**config.mk**
```make
export PLATFORM = sky130hd
export DESIGN_NAME = rx_engine_top
export DESIGN_NICKNAME = d
export VERILOG_FILES = /design/src/hw/nic_rx_pkg.sv /design/src/hw/nic_bus_pkg.sv /design/src/hw/credit_fifo.sv /design/src/hw/rx_chunk_calc.sv /design/src/hw/rx_wback_builder.sv /design/src/hw/rx_dma_issue.sv /design/src/hw/rx_desc_ctrl.sv /design/src/hw/rx_engine_top.sv
export SDC_FILE = /design/constraint.sdc
export NUM_CORES = 1
export LEC_CHECK = 0
export BUFFER_PORTS_ARGS = -buffer_cell sky130_fd_sc_hd__buf_2
export CORE_ASPECT_RATIO = 1.25
export CORE_UTILIZATION = 57
export DETAILED_ROUTE_END_ITERATION = 8
export HOLD_SLACK_MARGIN = 0.15
export PLACE_DENSITY = 0.9
export SLEW_MARGIN = 10
export SYNTH_ARGS = -nofsm -noshare
export SYNTH_HDL_FRONTEND = slang
export SYNTH_SLANG_ARGS = --single-unit
```
**constraint.sdc**
```tcl
create_clock -name aclk -period 10.76 [get_ports aclk]
set_input_delay 1.076 -clock aclk [delete_from_list [all_inputs] [get_ports aclk]]
set_output_delay 1.076 -clock aclk [all_outputs]
set_load 0.01 [all_outputs]
```
**src/hw/nic_rx_pkg.sv**
```systemverilog
package nic_rx_pkg;

	// Largest single DMA transfer in bytes
	localparam int MAX_CHUNK = 1024;

	// Credit counts of the four credit links
	localparam int CMD_CREDITS = 2;
	localparam int PKT_CREDITS = 4;
	localparam int STAT_CREDITS = 2;
	localparam int DMA_CREDITS = 2;

	// Buffer-size codes with bit 2 as the size extension
	localparam logic [2:0] BSIZE_2048 = 3'd0;
	localparam logic [2:0] BSIZE_1024 = 3'd1;
	localparam logic [2:0] BSIZE_512 = 3'd2;
	localparam logic [2:0] BSIZE_256 = 3'd3;
	localparam logic [2:0] BSIZE_16384 = 3'd5;
	localparam logic [2:0] BSIZE_8192 = 3'd6;
	localparam logic [2:0] BSIZE_4096 = 3'd7;

	typedef logic [2:0] buf_size_t;

	// One received frame waiting in packet memory
	typedef struct packed {
		logic [15:0] length;
		logic [15:0] local_addr;
		logic [31:0] dw2;
		logic [31:0] dw3;
	} pkt_rec_t;

	typedef struct packed {
		logic [15:0] local_addr;
	} desc_cmd_t;

	// Local address of a completed descriptor
	typedef struct packed {
		logic [15:0] local_addr;
	} rx_status_t;

endpackage

```
**src/hw/nic_bus_pkg.sv**
```systemverilog
package nic_bus_pkg;

	// Descriptor memory request with word 2 low and word 3 high in wdata
	typedef struct packed {
		logic        we;
		logic [15:0] addr;
		logic [63:0] wdata;
	} mem_req_t;

	typedef struct packed {
		logic [63:0] rdata;
	} mem_rsp_t;

	// Outbound DMA from local memory to host
	typedef struct packed {
		logic [11:0] bytes;
		logic [15:0] local_addr;
		logic [63:0] host_addr;
	} dma_cmd_t;

	typedef struct packed {
		logic        err;
		logic [15:0] local_addr;
	} dma_done_t;

	typedef struct packed {
		logic [15:0] length;
		logic [15:0] local_addr;
	} frm_free_t;

endpackage

```
**src/hw/credit_fifo.sv**
```systemverilog
`timescale 1ns/1ps

module credit_fifo #(
	parameter type payload_t = logic [7:0],
	parameter int DEPTH = 2
) (
	input  logic     aclk,
	input  logic     aresetn,
	input  logic     in_valid,
	input  payload_t in_data,
	output logic     credit,
	output logic     out_valid,
	output payload_t out_data,
	input  logic     pop
);

	localparam int PTR_W = (DEPTH > 1) ? $clog2(DEPTH) : 1;
	localparam int CNT_W = $clog2(DEPTH + 1);

	payload_t mem [DEPTH];
	logic [PTR_W-1:0] wr_ptr;
	logic [PTR_W-1:0] rd_ptr;
	logic [CNT_W-1:0] count;

	function automatic logic [PTR_W-1:0] next_ptr(input logic [PTR_W-1:0] p);
		if (p == PTR_W'(DEPTH - 1))
			return '0;
		return p + 1'b1;
	endfunction

	always_ff @(posedge aclk) begin
		if (in_valid)
			mem[wr_ptr] <= in_data;
	end

	always_ff @(posedge aclk or negedge aresetn) begin
		if (!aresetn) begin
			wr_ptr <= '0;
			rd_ptr <= '0;
			count <= '0;
		end else begin
			if (in_valid)
				wr_ptr <= next_ptr(wr_ptr);
			if (pop)
				rd_ptr <= next_ptr(rd_ptr);
			count <= count + CNT_W'(in_valid) - CNT_W'(pop);
		end
	end

	assign out_valid = (count != '0);
	assign out_data = mem[rd_ptr];
	// Credit goes back in the pop cycle
	assign credit = pop;

	// Sender must not spend more credits than the queue holds
	assert property (@(posedge aclk) disable iff (!aresetn)
		in_valid |-> (count < CNT_W'(DEPTH)) || pop)
		else $error("credit_fifo: write while full");

	assert property (@(posedge aclk) disable iff (!aresetn)
		pop |-> count != '0)
		else $error("credit_fifo: pop while empty");

endmodule

```
**src/hw/rx_chunk_calc.sv**
```systemverilog
`timescale 1ns/1ps

module rx_chunk_calc (
	input  logic                  aclk,
	input  logic                  aresetn,
	input  nic_rx_pkg::buf_size_t buf_size,
	input  logic                  load_pkt,
	input  nic_rx_pkg::pkt_rec_t  pkt,
	input  logic                  load_desc,
	input  logic [63:0]           host_addr,
	input  logic                  advance,
	output logic [11:0]           chunk,
	output logic [15:0]           chunk_local,
	output logic [63:0]           chunk_host,
	output logic                  pkt_done,
	output logic                  buf_full
);

	logic [15:0] buf_bytes;
	logic [15:0] remain;
	logic [15:0] avail;
	logic [15:0] min_ra;
	logic [15:0] chunk_w;

	// 2048 down to 256, or 32768 down to 4096 with the extension bit
	assign buf_bytes = buf_size[2] ? (16'd32768 >> buf_size[1:0])
		: (16'd2048 >> buf_size[1:0]);

	assign min_ra = (remain < avail) ? remain : avail;
	assign chunk_w = (min_ra > 16'(nic_rx_pkg::MAX_CHUNK)) ? 16'(nic_rx_pkg::MAX_CHUNK) : min_ra;
	assign chunk = chunk_w[11:0];

	always_ff @(posedge aclk or negedge aresetn) begin
		if (!aresetn) begin
			remain <= '0;
			avail <= '0;
		end else begin
			if (load_pkt)
				remain <= pkt.length;
			else if (advance)
				remain <= remain - chunk_w;
			if (load_desc)
				avail <= buf_bytes;
			else if (advance)
				avail <= avail - chunk_w;
		end
	end

	// Address pointers
	always_ff @(posedge aclk) begin
		if (load_pkt)
			chunk_local <= pkt.local_addr;
		else if (advance)
			chunk_local <= chunk_local + chunk_w;
		if (load_desc)
			chunk_host <= host_addr;
		else if (advance)
			chunk_host <= chunk_host + 64'(chunk_w);
	end

	assign pkt_done = (remain == '0);
	assign buf_full = (avail == '0);

endmodule

```
**src/hw/rx_wback_builder.sv**
```systemverilog
`timescale 1ns/1ps

module rx_wback_builder (
	input  logic                 aclk,
	input  logic                 aresetn,
	input  logic                 clear,
	input  logic                 add,
	input  logic [11:0]          chunk,
	input  nic_rx_pkg::pkt_rec_t pkt_words,
	input  logic                 eop,
	output logic [63:0]          wdata
);

	logic [15:0] len;
	logic        eop_q;
	logic [15:0] dw2_hi;
	logic [31:0] dw3_q;

	always_ff @(posedge aclk or negedge aresetn) begin
		if (!aresetn) begin
			len <= '0;
			eop_q <= 1'b0;
		end else if (clear) begin
			len <= '0;
			eop_q <= 1'b0;
		end else begin
			if (add)
				len <= len + 16'(chunk);
			if (eop)
				eop_q <= 1'b1;
		end
	end

	// Frame processor words taken at descriptor start
	always_ff @(posedge aclk) begin
		if (clear) begin
			dw2_hi <= pkt_words.dw2[31:16];
			dw3_q <= pkt_words.dw3;
		end
	end

	// Word 3 bit 1 is EOP, bit 0 is done
	assign wdata = {dw3_q[31:2], eop_q, 1'b1, dw2_hi, len};

endmodule

```
**src/hw/rx_dma_issue.sv**
```systemverilog
`timescale 1ns/1ps

module rx_dma_issue (
	input  logic                  aclk,
	input  logic                  aresetn,
	input  logic                  req,
	input  logic [11:0]           chunk,
	input  logic [15:0]           chunk_local,
	input  logic [63:0]           chunk_host,
	input  logic                  dma_credit,
	output logic                  dma_valid,
	output nic_bus_pkg::dma_cmd_t dma_cmd,
	output logic                  busy
);

	localparam int CRED_W = $clog2(nic_rx_pkg::DMA_CREDITS + 1);

	logic              pending;
	logic [CRED_W-1:0] credits;

	always_ff @(posedge aclk) begin
		if (req)
			dma_cmd <= '{bytes: chunk, local_addr: chunk_local, host_addr: chunk_host};
	end

	always_ff @(posedge aclk or negedge aresetn) begin
		if (!aresetn) begin
			pending <= 1'b0;
			credits <= CRED_W'(nic_rx_pkg::DMA_CREDITS);
		end else begin
			if (req)
				pending <= 1'b1;
			else if (dma_valid)
				pending <= 1'b0;
			credits <= credits + CRED_W'(dma_credit) - CRED_W'(dma_valid);
		end
	end

	// Held command goes out once a credit is in hand
	assign dma_valid = pending && (credits != '0);
	assign busy = pending;

	// Sink returns no more credits than were spent
	assert property (@(posedge aclk) disable iff (!aresetn)
		credits <= CRED_W'(nic_rx_pkg::DMA_CREDITS))
		else $error("rx_dma_issue: credit count out of range");

	assert property (@(posedge aclk) disable iff (!aresetn)
		req |-> !pending)
		else $error("rx_dma_issue: request while a command is held");

endmodule

```
**src/hw/rx_desc_ctrl.sv**
```systemverilog
`timescale 1ns/1ps

module rx_desc_ctrl (
	input  logic                    aclk,
	input  logic                    aresetn,
	input  logic                    cmd_valid,
	input  nic_rx_pkg::desc_cmd_t   cmd,
	output logic                    cmd_pop,
	input  logic                    pkt_valid,
	output logic                    pkt_pop,
	output logic                    mem_req_valid,
	output nic_bus_pkg::mem_req_t   mem_req,
	input  logic                    mem_rsp_valid,
	input  nic_bus_pkg::mem_rsp_t   mem_rsp,
	output logic                    load_pkt,
	output logic                    load_desc,
	output logic                    advance,
	input  logic                    pkt_done,
	input  logic                    buf_full,
	input  logic [11:0]             chunk,
	input  logic [15:0]             chunk_local,
	output logic                    wb_clear,
	output logic                    wb_add,
	output logic                    wb_eop,
	input  logic [63:0]             wb_data,
	output logic                    dma_req,
	input  logic                    dma_busy,
	input  logic                    dma_done_valid,
	input  nic_bus_pkg::dma_done_t  dma_done,
	output logic                    frm_free_valid,
	output nic_bus_pkg::frm_free_t  frm_free,
	input  logic                    stat_credit,
	output logic                    stat_valid,
	output nic_rx_pkg::rx_status_t  stat
);

	localparam int SC_W = $clog2(nic_rx_pkg::STAT_CREDITS + 1);

	typedef enum logic [2:0] {
		S_IDLE,
		S_READ,
		S_RSP,
		S_CHUNK,
		S_WAIT,
		S_NEXT,
		S_WBACK,
		S_STAT
	} state_t;

	state_t          state;
	state_t          state_next;
	logic            start;
	logic            is_null;
	// Packet loaded and partly sent
	logic            pkt_active;
	logic [SC_W-1:0] stat_cred;

	// A descriptor needs a packet waiting at the queue head
	assign start = (state == S_IDLE) && cmd_valid && pkt_valid;
	assign is_null = (mem_rsp.rdata == 64'd0);

	always_comb begin
		state_next = state;
		case (state)
			S_IDLE:
				if (start)
					state_next = S_READ;
			S_READ:
				state_next = S_RSP;
			S_RSP:
				if (mem_rsp_valid)
					state_next = is_null ? S_WBACK : S_CHUNK;
			S_CHUNK:
				if (!dma_busy)
					state_next = S_WAIT;
			S_WAIT:
				if (dma_done_valid)
					state_next = S_NEXT;
			S_NEXT:
				state_next = (pkt_done || buf_full) ? S_WBACK : S_CHUNK;
			S_WBACK:
				state_next = S_STAT;
			S_STAT:
				if (stat_valid)
					state_next = S_IDLE;
			default:
				state_next = S_IDLE;
		endcase
	end

	always_ff @(posedge aclk or negedge aresetn) begin
		if (!aresetn) begin
			state <= S_IDLE;
			pkt_active <= 1'b0;
			stat_cred <= SC_W'(nic_rx_pkg::STAT_CREDITS);
			frm_free_valid <= 1'b0;
		end else begin
			state <= state_next;
			if (load_pkt)
				pkt_active <= 1'b1;
			else if (pkt_pop)
				pkt_active <= 1'b0;
			stat_cred <= stat_cred + SC_W'(stat_credit) - SC_W'(stat_valid);
			frm_free_valid <= advance;
		end
	end

	// Free the chunk just completed, before the counters move
	always_ff @(posedge aclk) begin
		if (advance)
			frm_free <= '{length: 16'(chunk), local_addr: chunk_local};
	end

	assign load_pkt = start && !pkt_active;
	assign wb_clear = start;
	assign load_desc = (state == S_RSP) && mem_rsp_valid;
	assign dma_req = (state == S_CHUNK) && !dma_busy;
	assign advance = (state == S_WAIT) && dma_done_valid;
	assign wb_add = advance;
	assign wb_eop = (state == S_NEXT) && pkt_done;
	assign pkt_pop = wb_eop;

	// Descriptor read, then writeback of words 2 and 3 at offset 8
	assign mem_req_valid = (state == S_READ) || (state == S_WBACK);
	assign mem_req = '{
		we: (state == S_WBACK),
		addr: (state == S_WBACK) ? cmd.local_addr + 16'd8 : cmd.local_addr,
		wdata: wb_data
	};

	assign stat_valid = (state == S_STAT) && (stat_cred != '0);
	assign cmd_pop = stat_valid;
	assign stat = '{local_addr: cmd.local_addr};

	// Completion must match the single chunk in flight
	assert property (@(posedge aclk) disable iff (!aresetn)
		dma_done_valid |-> (state == S_WAIT) && (dma_done.local_addr == chunk_local))
		else $error("rx_desc_ctrl: completion without outstanding chunk");

endmodule

```
**src/hw/rx_engine_top.sv**
```systemverilog
`timescale 1ns/1ps

module rx_engine_top (
	input  logic                   aclk,
	input  logic                   aresetn,
	input  nic_rx_pkg::buf_size_t  buf_size,
	input  logic                   cmd_valid,
	input  nic_rx_pkg::desc_cmd_t  cmd,
	output logic                   cmd_credit,
	input  logic                   pkt_valid,
	input  nic_rx_pkg::pkt_rec_t   pkt,
	output logic                   pkt_credit,
	output logic                   mem_req_valid,
	output nic_bus_pkg::mem_req_t  mem_req,
	input  logic                   mem_rsp_valid,
	input  nic_bus_pkg::mem_rsp_t  mem_rsp,
	output logic                   dma_valid,
	output nic_bus_pkg::dma_cmd_t  dma_cmd,
	input  logic                   dma_credit,
	input  logic                   dma_done_valid,
	input  nic_bus_pkg::dma_done_t dma_done,
	output logic                   frm_free_valid,
	output nic_bus_pkg::frm_free_t frm_free,
	output logic                   stat_valid,
	output nic_rx_pkg::rx_status_t stat,
	input  logic                   stat_credit
);

	logic                  cq_valid;
	nic_rx_pkg::desc_cmd_t cq_data;
	logic                  cq_pop;
	logic                  pq_valid;
	nic_rx_pkg::pkt_rec_t  pq_data;
	logic                  pq_pop;
	logic                  load_pkt;
	logic                  load_desc;
	logic                  advance;
	logic [11:0]           chunk;
	logic [15:0]           chunk_local;
	logic [63:0]           chunk_host;
	logic                  pkt_done;
	logic                  buf_full;
	logic                  wb_clear;
	logic                  wb_add;
	logic                  wb_eop;
	logic [63:0]           wb_data;
	logic                  dma_req;
	logic                  dma_busy;

	credit_fifo #(
		.payload_t(nic_rx_pkg::desc_cmd_t),
		.DEPTH(nic_rx_pkg::CMD_CREDITS)
	) u_cmd_q (
		.aclk(aclk), .aresetn(aresetn),
		.in_valid(cmd_valid), .in_data(cmd), .credit(cmd_credit),
		.out_valid(cq_valid), .out_data(cq_data), .pop(cq_pop)
	);

	credit_fifo #(
		.payload_t(nic_rx_pkg::pkt_rec_t),
		.DEPTH(nic_rx_pkg::PKT_CREDITS)
	) u_pkt_q (
		.aclk(aclk), .aresetn(aresetn),
		.in_valid(pkt_valid), .in_data(pkt), .credit(pkt_credit),
		.out_valid(pq_valid), .out_data(pq_data), .pop(pq_pop)
	);

	rx_chunk_calc u_chunk (
		.aclk(aclk), .aresetn(aresetn), .buf_size(buf_size),
		.load_pkt(load_pkt), .pkt(pq_data),
		.load_desc(load_desc), .host_addr(mem_rsp.rdata), .advance(advance),
		.chunk(chunk), .chunk_local(chunk_local), .chunk_host(chunk_host),
		.pkt_done(pkt_done), .buf_full(buf_full)
	);

	rx_wback_builder u_wback (
		.aclk(aclk), .aresetn(aresetn),
		.clear(wb_clear), .add(wb_add), .chunk(chunk),
		.pkt_words(pq_data), .eop(wb_eop), .wdata(wb_data)
	);

	rx_dma_issue u_dma (
		.aclk(aclk), .aresetn(aresetn), .req(dma_req),
		.chunk(chunk), .chunk_local(chunk_local), .chunk_host(chunk_host),
		.dma_credit(dma_credit), .dma_valid(dma_valid), .dma_cmd(dma_cmd),
		.busy(dma_busy)
	);

	rx_desc_ctrl u_ctrl (
		.aclk(aclk), .aresetn(aresetn),
		.cmd_valid(cq_valid), .cmd(cq_data), .cmd_pop(cq_pop),
		.pkt_valid(pq_valid), .pkt_pop(pq_pop),
		.mem_req_valid(mem_req_valid), .mem_req(mem_req),
		.mem_rsp_valid(mem_rsp_valid), .mem_rsp(mem_rsp),
		.load_pkt(load_pkt), .load_desc(load_desc), .advance(advance),
		.pkt_done(pkt_done), .buf_full(buf_full),
		.chunk(chunk), .chunk_local(chunk_local),
		.wb_clear(wb_clear), .wb_add(wb_add), .wb_eop(wb_eop), .wb_data(wb_data),
		.dma_req(dma_req), .dma_busy(dma_busy),
		.dma_done_valid(dma_done_valid), .dma_done(dma_done),
		.frm_free_valid(frm_free_valid), .frm_free(frm_free),
		.stat_credit(stat_credit), .stat_valid(stat_valid), .stat(stat)
	);

endmodule

```
Word level (Yosys, flattened, before mapping):

Memories as Yosys holds them, arrays and structs flattened.
Cells that the tools add are included.

* bits in registers: 318
* bits in latches: 0
* bits in writable memories: 416
* memory bits (read-only): 0
* input bits: 204
* output and inout bits: 227
* logic and storage cells: 139
* memories: 2

Memory list
* u_pkt_q.mem: words 4, bits a word 96, rd ports 1, clocked after Yosys merged registers in 0, write ports 1, RTL line credit_fifo.sv:20 `payload_t mem [DEPTH];`
* u_cmd_q.mem: words 2, bits a word 16, rd ports 1, clocked after Yosys merged registers in 0, write ports 1, RTL line credit_fifo.sv:20

* add/subtract/negate cells: 18
* multiply operators: 0
* div/mod/pow operators: 0
* magnitude comparators: 2
* eq/ne operators: 14
* shift-type cells: 2
* mux-type cells: 48
* bitwise gates (word level): 0
* reduce and logical (&&, ||, !) cells: 28

Operator list (count)
* 16-bit 2-to-1 mux: 12
* 64-bit 2-to-1 mux: 2
* 64-bit by 16-bit adder with 64-bit output: 1
* 64-bit logical NOT: 1
* 16-bit logical NOT: 2
* 16-bit subtractor: 2
* 3-bit case mux with 8 select lines: 1
* 1-bit 2-to-1 mux: 22
* 3-bit 2-to-1 mux: 7
* 2-bit nonzero test: 9
* 16-bit by 12-bit adder with 16-bit output: 1
* 16-bit adder: 1
* 16-bit by 4-bit adder with 16-bit output (second input constant): 1
* 16-bit by 11-bit greater-than comparator with 1-bit output (second input constant): 1
* 16-bit < comparator: 1
* 12-bit by 2-bit >> shifter with 16-bit output (first input constant): 1
* 16-bit by 2-bit >> shifter with 16-bit output (first input constant): 1
* 3-bit equality test (second input constant): 4
* 1-bit logical AND: 9
* 2-bit 2-to-1 mux: 4
* 2-bit inequality test (second input constant): 4
* 2-bit by 1-bit adder with 2-bit output: 3
* 3-bit by 2-bit equality test with 1-bit output (second input constant): 2
* 2-bit by 1-bit subtractor with 2-bit output: 3
* 12 further kinds: 17

Depth between registers and ports, before layout:

Gate-level depths: netlist (run 1).

* depth after elaboration: 7
* depth in mapped cells: 21
* depth with buffers taken out: 20

Modules after synthesis:

A second synthesis (run 1) with hierarchy kept.

* cells, all modules: 2148
* area total of the unflattened synthesis: 32804.0 um^2

By module, submodules not included
* credit_fifo (u_pkt_q): instances 1, cells an instance 538, area an instance 14259.9 um^2, sequential area each 11706.2 um^2
* rx_chunk_calc: instances 1, cells an instance 1015, area an instance 9123.8 um^2, sequential area each 3203.1 um^2
* rx_dma_issue: instances 1, cells an instance 104, area an instance 2906.5 um^2, sequential area each 2839.0 um^2
* rx_wback_builder: instances 1, cells an instance 201, area an instance 2752.6 um^2, sequential area each 1806.7 um^2
* rx_desc_ctrl: instances 1, cells an instance 225, area an instance 2354.8 um^2, sequential area each 1017.2 um^2
* credit_fifo (u_cmd_q): instances 1, cells an instance 65, area an instance 1406.3 um^2, sequential area each 1061.0 um^2

Worst setup path after synthesis (run 1):

No wires, ideal clock.

* kind: reg2reg
* from: register u_ctrl.state[0]
* to: register u_dma.dma_cmd[0] (netlist name)
* library setup time: 658 ps
* arrival time: 7058 ps
* data required time: 10102 ps
* path slack: 3044 ps
* cell stages (with the launch flop): 4
* buffers on the path: 1
* period minus slack after synthesis: 7716 ps
* path through: dfrtp_1 > clkbuf_1 > nand2_1 > nor3_1

* longest elaborated chain between the ends: 2

Ends and longest elaborated chain
* start, declared: RTL line rx_desc_ctrl.sv:50 `state_t state;`
* start signal, assigned: RTL line rx_desc_ctrl.sv:98 `state <= state_next;`
* 3-bit by 2-bit equality test with 1-bit output: RTL line rx_desc_ctrl.sv:117 `assign dma_req = (state == S_CHUNK) && !dma_busy;`
* 1-bit logical AND: RTL line rx_desc_ctrl.sv:117
* via dma_req: RTL line rx_engine_top.sv:47 `logic dma_req;`

The timed path passes the listed nets, and every way through them passes these cells.
A chain may end at the register's enable or synchronous reset.

Worst setup path in the final report (run 1):

* from: register u_chunk.avail[1]
* to: register u_chunk.chunk_host[49] (data pin)

* longest elaborated chain between the ends: 7

Ends and longest elaborated chain
* start, declared: RTL line rx_chunk_calc.sv:21 `logic [15:0] avail;`
* start signal, assigned: RTL line rx_chunk_calc.sv:43 `avail <= buf_bytes;`
* start signal, assigned: RTL line rx_chunk_calc.sv:45 `avail <= avail - chunk_w;`
* 16-bit < comparator: RTL line rx_chunk_calc.sv:29 `assign min_ra = (remain < avail) ? remain : avail;`
* 16-bit 2-to-1 mux *: RTL line rx_chunk_calc.sv:29
* 16-bit by 11-bit greater-than comparator with 1-bit output: RTL line rx_chunk_calc.sv:30 `assign chunk_w = (min_ra > 16'(nic_rx_pkg::MAX_CHUNK)) ? 16'(nic_rx_pkg::MAX_CHUNK) : min_ra;`
* 16-bit 2-to-1 mux *: RTL line rx_chunk_calc.sv:30
* via chunk[2]: RTL line rx_engine_top.sv:38 `logic [11:0] chunk;`
* 64-bit by 16-bit adder with 64-bit output *: RTL line rx_chunk_calc.sv:58 `chunk_host <= chunk_host + 64'(chunk_w);`
* 64-bit 2-to-1 mux *: RTL line rx_chunk_calc.sv:57 `else if (advance)`
* 64-bit 2-to-1 mux *: RTL line rx_chunk_calc.sv:55 `if (load_desc)`
* end signal, assigned: RTL line rx_chunk_calc.sv:56 `chunk_host <= host_addr;`
* end signal, assigned: RTL line rx_chunk_calc.sv:58
* end, declared: RTL line rx_chunk_calc.sv:14 `output logic [63:0] chunk_host,`

The timed path passes the listed nets; every way through them passes the cells marked *. The select of a mux whose other input is x is not followed.

==> results of run 1 <==
-- kinds of logic (layout without fill, tap and decap cells) --
family / after synthesis / count (layout)
other: 2 / 30
buffers and inverters: 135 / 583
muxes: 114 / 114
and+or+nand+nor: 501 / 501
AOI/OAI and AO/OA: 307 / 307
adders and majority gates: 108 / 108
DFF: 660 / 660
xor gates and xnor gates: 121 / 121
-- layout by cell type (no fill, tap or decap), types with 66 or more instances in the layout --
cell type,Yosys,final
a21oi_1,87,87
ha_1,102,102
o21ai_0,112,111
edfxtp_1,590,590
xnor2_1,82,82
nor2_1,112,111
nand2_1,145,145
dfrtp_1,68,66
buf_2,7,389
mux4_2,78,78
-- stage by stage --
| step | std cells | area, um^2 | hold WS (ns) | worst slack [ns] |
|---|---|---|---|---|
| after floorplan | 1971 | 29000 | 0.431 | 3.04 |
| after global placement | 2957 | 31600 | 0.442 | 4.30 |
| after detailed placement | 2957 | 31600 | 0.450 | 4.15 |
| after CTS | 3070 | 33700 | 0.464 | 4.03 |
| after global routing | 3072 | 33700 | 0.488 | 3.53 |
| final | 3075 | 33700 | 0.464 | 3.93 |
-- worst reg2reg max path, stage by stage (launching register included) --
cell and delay (ns):
dfrtp_1 0.50, inv_1 0.10, ha_1 0.29, a21o_1 0.15, a21o_1 0.17, a21oi_1 0.17
o21ai_0 0.15, a41oi_2 0.78, mux2i_1 0.92, nor2_1 0.46, ha_1 0.48, o21ai_0 0.35
o21ai_1 0.13, nand3_1 0.16, o211ai_1 0.16, a31oi_2 0.97, and4bb_2 0.35, xnor2_1 0.14
o21ai_0 0.11
-- final cells by class --
class,count,area [um^2]
sequential,660,19500
fill,3086,16100
multi-input combinational,1176,9020
timing repair buffer,410,2100
clock buffer,75,1620
tap,651,815
clock inverter,38,428
inverter,60,225
antenna,5,12.5
-- routing by layer --
metal,global-route usage,vias up,share of wire
met2,0.512,1146,0.52
met5,0,-,0.00054
met3,0.0591,227,0.085
met1,0.333,9290,0.35
met4,0.128,6,0.047
li1,-,8263,-
-- sequential cells by signal (all words and copies together) (netlist names), 2 cells and up --
register,cells
u_chunk.chunk_local,16
u_chunk.chunk_host,64
u_pkt_q.mem,312
u_wback.dw3_q,30
u_ctrl.stat_cred,2
u_dma.credits,2
u_pkt_q.wr_ptr,2
u_pkt_q.count,3
u_dma.dma_cmd,92
u_cmd_q.mem,32
u_ctrl.state,3
u_chunk.remain,16
u_pkt_q.rd_ptr,2
u_wback.len,16
u_wback.dw2_hi,16
u_cmd_q.count,2
u_chunk.avail,16
u_ctrl.frm_free,28
-- power groups by stage --
stage | Sequential (mW) | Combinational, mW | Clock, mW
after floorplan | 3.86 | 1.61 | 0
after global placement | 3.82 | 2.26 | 0
after detailed placement | 3.87 | 2.37 | 0
after CTS | 3.83 | 2.43 | 2.24
after global routing | 3.88 | 2.67 | 2.31
final | 3.84 | 2.44 | 2.22
-- worst paths after layout --
check,slack [ns],endpoint,cells past startpoint
hold reg to reg,0.46,u_dma.dma_cmd[13],0
hold / removal,0.46,u_dma.dma_cmd[13],0
setup reg to reg,3.93,u_chunk.chunk_host[49],18
setup / recovery,3.93,u_chunk.chunk_host[49],18
min in group asynchronous,0.59,u_wback.len[5],1
max in group asynchronous,9.42,u_pkt_q.rd_ptr[0],1
==> reports/results.ini, run 1 <==
[die]
die-area_mm2=0.0517
die_height_um=254
pin_count=431
start_util=0.581
core_mm2=0.0498
die_w_um=203
rows=91

[status]
status=finished, final reports clean

[synth]
ys_types=77
ys_seq_area_frac=0.673
async_reset_ff_frac=0.106
muxShareOfSynthArea=0.0737
synth-adder-area-share=0.0483
netlist.area_leader.share=0.612
synth_seq_cells=660
synth_compound_area_frac=0.0629
yosysWarningCount=0
postSynthAreaPerCell_um2=14.8
synth_area_mm2=0.0289
post-synth-top-count-cell=edfxtp_1
ys_top_cells_by_area=edfxtp_1 61%, mux4_2 6.1%, dfrtp_1 5.9%, ha_1 4.4%, xnor2_1 2.5%
synth_xor_xnor_area_share=0.0366
netlist_instances=1948
synth_simple_gate_area_frac=0.0857
synth_top_family_by_area=simple AND/OR/NAND/NOR gates
synth_area_leader_cell=edfxtp_1
synth_edf_count=590
netlist_top_cells_count=590 x edfxtp_1, 145 x nand2_1, 112 x nor2_1, 112 x o21ai_0, 102 x ha_1
synth-main-ff-cell=edfxtp_1

[clock_network]
insertion_delay_ns=0.65
hold_buffers=0
tritoncts=yes
cts_root_buffer=clkbuf_16
cts_setup_buffers=0
clockBufferDepth=3
ctsResizeCount=0
cts.sinks=660
clk_pin_slew_ns=0.07
cts_buffers=60
h-tree-depth=2

[critical_path]
path_buf_inv=1
crit_family=compound AO/OA/AOI/OAI gates
cpMaxStageDelayCell=a31oi_2
slowest_delay_ns=0.97
cp-start-kind=register
cpMostUsedCell=o21ai_0
r2r_start=u_chunk.avail[1]
crit_chain=inv_1 -> ha_1 -> a21o_1 -> a21o_1 -> a21oi_1 -> o21ai_0 -> a41oi_2 -> mux2i_1 -> nor2_1 -> ha_1 -> o21ai_0 -> o21ai_1 -> nand3_1 -> o211ai_1 -> a31oi_2 -> and4bb_2 -> xnor2_1 -> o21ai_0
endpoint_kind=register
timing.setup.critical_path_class=register to register
crit_required_ns=11.10
worst-path-max-fanout=20
cp.arrival_ns=7.17
crit_start=u_chunk.avail[1]

[pwr]
switching_share=0.332
power.internal_mw=5.68
ir_worst_vdd_v=0.000216
pwr-share-clk=0.261
pwr-share-comb=0.287
p_seq_frac=0.452
power_leakage_nw=12.5
total_power_mw=8.50
p_switching_mw=2.82
power.density_mw_per_mm2=252

[cells_and_area]
utilization=0.677
layout.nets=2680
drive_above_1_share=0.264
syn_to_final_growth_pct=16.5

[placement]
dpl.hpwl_um=47200
io_buffers=390
gp_congestion=0.908

[timing]
setup_viol=0
fin_skew_ns=0.0320
period_share=0.635
report.final.hold_viol_count=0
clock.fmax_ghz=0.146
setup_tns_ns=0
min_period_ns=6.83
drv_slew=0
tightest_slew_ns=1.32
rsz0062_at_grt=no
maxSlewHeadroom=0.118

[global_route]
grt_pass1_wl_um=111000
antenna_found_initial=5
grt_pass1_vias=19043
grt_max_degree=87
grt_usage=0.287
grt_overflow=0

[detailed_routing]
dr_total_vias=18932
antenna_left=0
wl_per_cell_um=24.3
routed_wl_um=74700
via_per_inst=6.16
drc=0
drtPass1Iterations=7
drt_iter0_drc=1683

[min_path]
hold_start=u_chunk.chunk_host[13]
hold_path.class=register to register

[job]
drv_cap=0

Note: power is estimated with default switching activity, not from simulation.
==> run 2, diff against run 1 <==
--- a/config.mk
+++ b/config.mk
@@ -5,12 +5,13 @@
 export SDC_FILE = /design/constraint.sdc
 export NUM_CORES = 1
 export LEC_CHECK = 0
+export ABC_AREA = 1
 export BUFFER_PORTS_ARGS = -buffer_cell sky130_fd_sc_hd__buf_2
 export CORE_ASPECT_RATIO = 1.25
-export CORE_UTILIZATION = 57
+export CORE_UTILIZATION = 58
 export DETAILED_ROUTE_END_ITERATION = 8
 export HOLD_SLACK_MARGIN = 0.15
-export PLACE_DENSITY = 0.9
+export PLACE_DENSITY = 0.91
 export SLEW_MARGIN = 10
 export SYNTH_ARGS = -nofsm -noshare
 export SYNTH_HDL_FRONTEND = slang
==> constraint.sdc (replaced) <==
create_clock -name aclk -period 7 [get_ports aclk]
set_input_delay 0.7 -clock aclk [delete_from_list [all_inputs] [get_ports aclk]]
set_output_delay 0.7 -clock aclk [all_outputs]
set_load 0.01 [all_outputs]
==> reports/results.ini, run 2 <==
[status]
status=finished, final reports clean

[timing]
min_period_ns=5.91  ; -0.927 ns
clock.fmax_ghz=0.169  ; +16%
report.final.hold_viol_count=0  ; unchanged
setup_tns_ns=0  ; unchanged
tightest_slew_ns=1.06  ; -0.257 ns
maxSlewHeadroom=0.292  ; +0.174
setup_viol=0  ; unchanged
drv_slew=0  ; unchanged
fin_skew_ns=0.0607  ; +0.0287 ns
period_share=0.844  ; +0.209
rsz0062_at_grt=no

[synth]
synth_edf_count=590  ; unchanged
ys_seq_area_frac=0.632  ; -0.0409
ys_top_cells_by_area=edfxtp_1 58%, nand2_1 6.4%, dfrtp_1 5.5%, o21ai_0 4.2%, ha_1 4.1%
synth-main-ff-cell=edfxtp_1
post-synth-top-count-cell=edfxtp_1
netlist_instances=2858  ; +47%
synth_area_leader_cell=edfxtp_1
yosysWarningCount=0  ; unchanged
ys_types=56  ; -27%
synth_area_mm2=0.0308  ; +6.5%
postSynthAreaPerCell_um2=10.8  ; -27%
synth_seq_cells=660  ; unchanged
async_reset_ff_frac=0.106  ; unchanged
netlist.area_leader.share=0.575  ; -0.0372
netlist_top_cells_count=590 x edfxtp_1, 525 x nand2_1, 307 x nor2_1

[die]
rows=94  ; +3.3%
start_util=0.586  ; +0.00448
die-area_mm2=0.0540  ; +4.6%
die_height_um=260  ; +2.3%
die_w_um=208  ; +2.3%
pin_count=431  ; unchanged
core_mm2=0.0526  ; +5.7%

[placement]
placed_cell_area_mm2=0.0334  ; +5.6%
io_buffers=390  ; unchanged
gp_congestion=0.983  ; +8.2%
dp.cells=3868  ; +31%
dpl.hpwl_um=54000  ; +14%

[min_path]
min_to=u_cmd_q.mem[1][1]
hold_path.class=input port to register
worstHoldPathCells=1  ; +1
hold_start=cmd[1]

[cells_and_area]
fillerInstances=3785  ; +23%
syn_to_final_growth_pct=15.2
utilization=0.675  ; -0.00244
drive_above_1_share=0.173  ; -0.0917
final_common_cell=edfxtp_1
register_area_mm2=0.0195  ; about the same
largest_register_ffs=312  ; unchanged
multi_input_area_mm2=0.0100  ; +11%
layout_common_cells=590 x edfxtp_1, 524 x nand2_1, 389 x buf_2, 307 x nor2_1, 259 x o21ai_0
layout.nets=3571  ; +33%
final_cell_area_mm2=0.0355  ; +5.3%
top_regs=u_pkt_q.mem: 312 flops, u_dma.dma_cmd: 92 flops, u_chunk.chunk_host: 64 flops
fin_cells=3986  ; +30%
top_register=u_pkt_q.mem

[detailed_routing]
drc=0  ; unchanged
highest_layer=met5
drtPass1Iterations=7  ; unchanged
dr_total_vias=23095  ; +22%
drt_iter0_drc=1999  ; +19%
wl_per_cell_um=20.0  ; -18%
dr_wl_met3_um=6440  ; +1.5%
wl_met1_um=28600  ; +11%
antenna_left=0  ; unchanged
via_per_inst=5.79  ; -5.9%
routed_wl_um=79600  ; +6.6%
dr_wl_met2_um=41100  ; +5.6%

[critical_path]
cp.arrival_ns=6.27  ; -0.90 ns
crit_family=simple AND/OR/NAND/NOR gates
cpMaxStageDelayCell=a21oi_2
slowest_delay_ns=0.73  ; -0.24 ns
r2r_start=u_chunk.avail[9]
endpoint_kind=register
path_buf_inv=3  ; +2
crit_chain=inv_1 -> ha_1 -> nand2_1 -> inv_1 -> o21bai_1 -> a21oi_2 -> nor2_4 -> nand2_4 -> nand2_1 -> nand2_1 -> nor2_1 -> nand2_1 -> or2_1 -> a21oi_2 -> ha_1 -> nand3_1 -> nand2_1 -> a21boi_0 -> o21ai_1 -> a21oi_1 -> inv_1 -> or2_2 -> nand3_1 -> nand2_1
cpMostUsedCell=nand2_1
timing.setup.critical_path_class=register to register
cp-start-kind=register
reg2reg_to=u_chunk.chunk_host[11]
worst-path-max-fanout=17  ; -15%
reg2regPathDepth=24  ; +6
r2r_setup_slack_ns=1.09  ; -2.83 ns
crit_required_ns=7.36  ; -3.74 ns

[pwr]
pwr-share-comb=0.287  ; about the same
power.internal_mw=8.42  ; +48%
switching_share=0.345  ; +0.0131
p_switching_mw=4.44  ; +57%
power_leakage_nw=14.3  ; +14%
ir_worst_vdd_v=0.000263  ; +22%
power.density_mw_per_mm2=363  ; +44%
pwr-share-clk=0.263  ; +0.002
p_seq_frac=0.450  ; -0.002

[global_route]
grt_pass1_vias=22718  ; +19%
grt_max_degree=80  ; -8.0%
grt_pass1_wl_um=122000  ; +9.8%
grt_usage=0.291  ; +0.00372
grt_overflow=0  ; unchanged
antenna_found_initial=10  ; +5

[clock_network]
clockBufferDepth=3  ; unchanged
cts_root_buffer=clkbuf_16
clk_pin_slew_ns=0.07  ; about the same
insertion_delay_ns=0.66  ; about the same
h-tree-depth=2  ; unchanged
cts.sinks=660  ; unchanged
cts_buffers=60  ; unchanged
tritoncts=yes
ctsResizeCount=0  ; unchanged

[job]
drv_cap=0  ; unchanged

==> run 2: per-layer routing <==
metal	track usage	vias to the layer above
li1	-	10880
met1	0.341	10909
met2	0.516	1063
met3	0.0613	227
met4	0.128	16
met5	0	-
==> run 2: area by class of cell <==
type / instances / area share
flip-flops and latches: 660 / 0.549
multi-input cells: 1879 / 0.283
repair buffers: 413 / 0.0600
clock buffers: 66 / 0.0432
inverters: 245 / 0.0262
well taps: 672 / 0.0237
clock inverters: 47 / 0.0145
diodes: 4 / 0.000282
==> run 2: cells by family after synthesis <==
family / synth area share
other: 0.000244
DFF: 0.632
muxes: 0.00183
adders and majority gates: 0.0453
AOI/OAI and AO/OA: 0.101
and+or+nand+nor: 0.152
xor gates and xnor gates: 0.0227
buffers and inverters: 0.0447
==> run 2: per-stage QoR <==
stage / hold slack, ns / setup slack (ns) / total power [mW]
global placement: 0.437 / 1.27 / 9.32
global route: 0.214 / 0.688 / 13.6
detailed placement: 0.442 / 1.21 / 9.48
floorplan: 0.404 / 2.92 / 8.31
finish: 0.254 / 1.09 / 12.9
CTS: 0.211 / 1.17 / 12.9
==> run 2: worst max-delay path by stage <==
stage | endpoint | start | depth (start not counted)
floorplan | u_chunk.chunk_host[11] | u_chunk.avail[5] | 26
global placement | u_chunk.chunk_host[59] | u_chunk.avail[9] | 26
detailed placement | u_chunk.chunk_host[59] | u_chunk.avail[13] | 24
CTS | u_chunk.chunk_host[11] | u_chunk.avail[9] | 24
global route | u_chunk.chunk_host[43] | u_chunk.avail[9] | 26
finish | u_chunk.chunk_host[11] | u_chunk.avail[9] | 24
==> run 2: what timing repair did <==
action | CTS | global route
hold buffers | 1 | 0
buffers inserted | 0 | 0
endpoints found under the hold margin | 17 | 0
==> run 2: power groups by stage <==
stage | combinational, mW | sequential (mW) | clock [mW]
2_1_floorplan | 2.46 | 5.85 | 0
3_3_place_gp | 3.52 | 5.81 | 0
3_5_place_dp | 3.63 | 5.84 | 0
4_1_cts | 3.67 | 5.78 | 3.42
5_1_grt | 4.12 | 5.86 | 3.57
6_report | 3.69 | 5.79 | 3.39
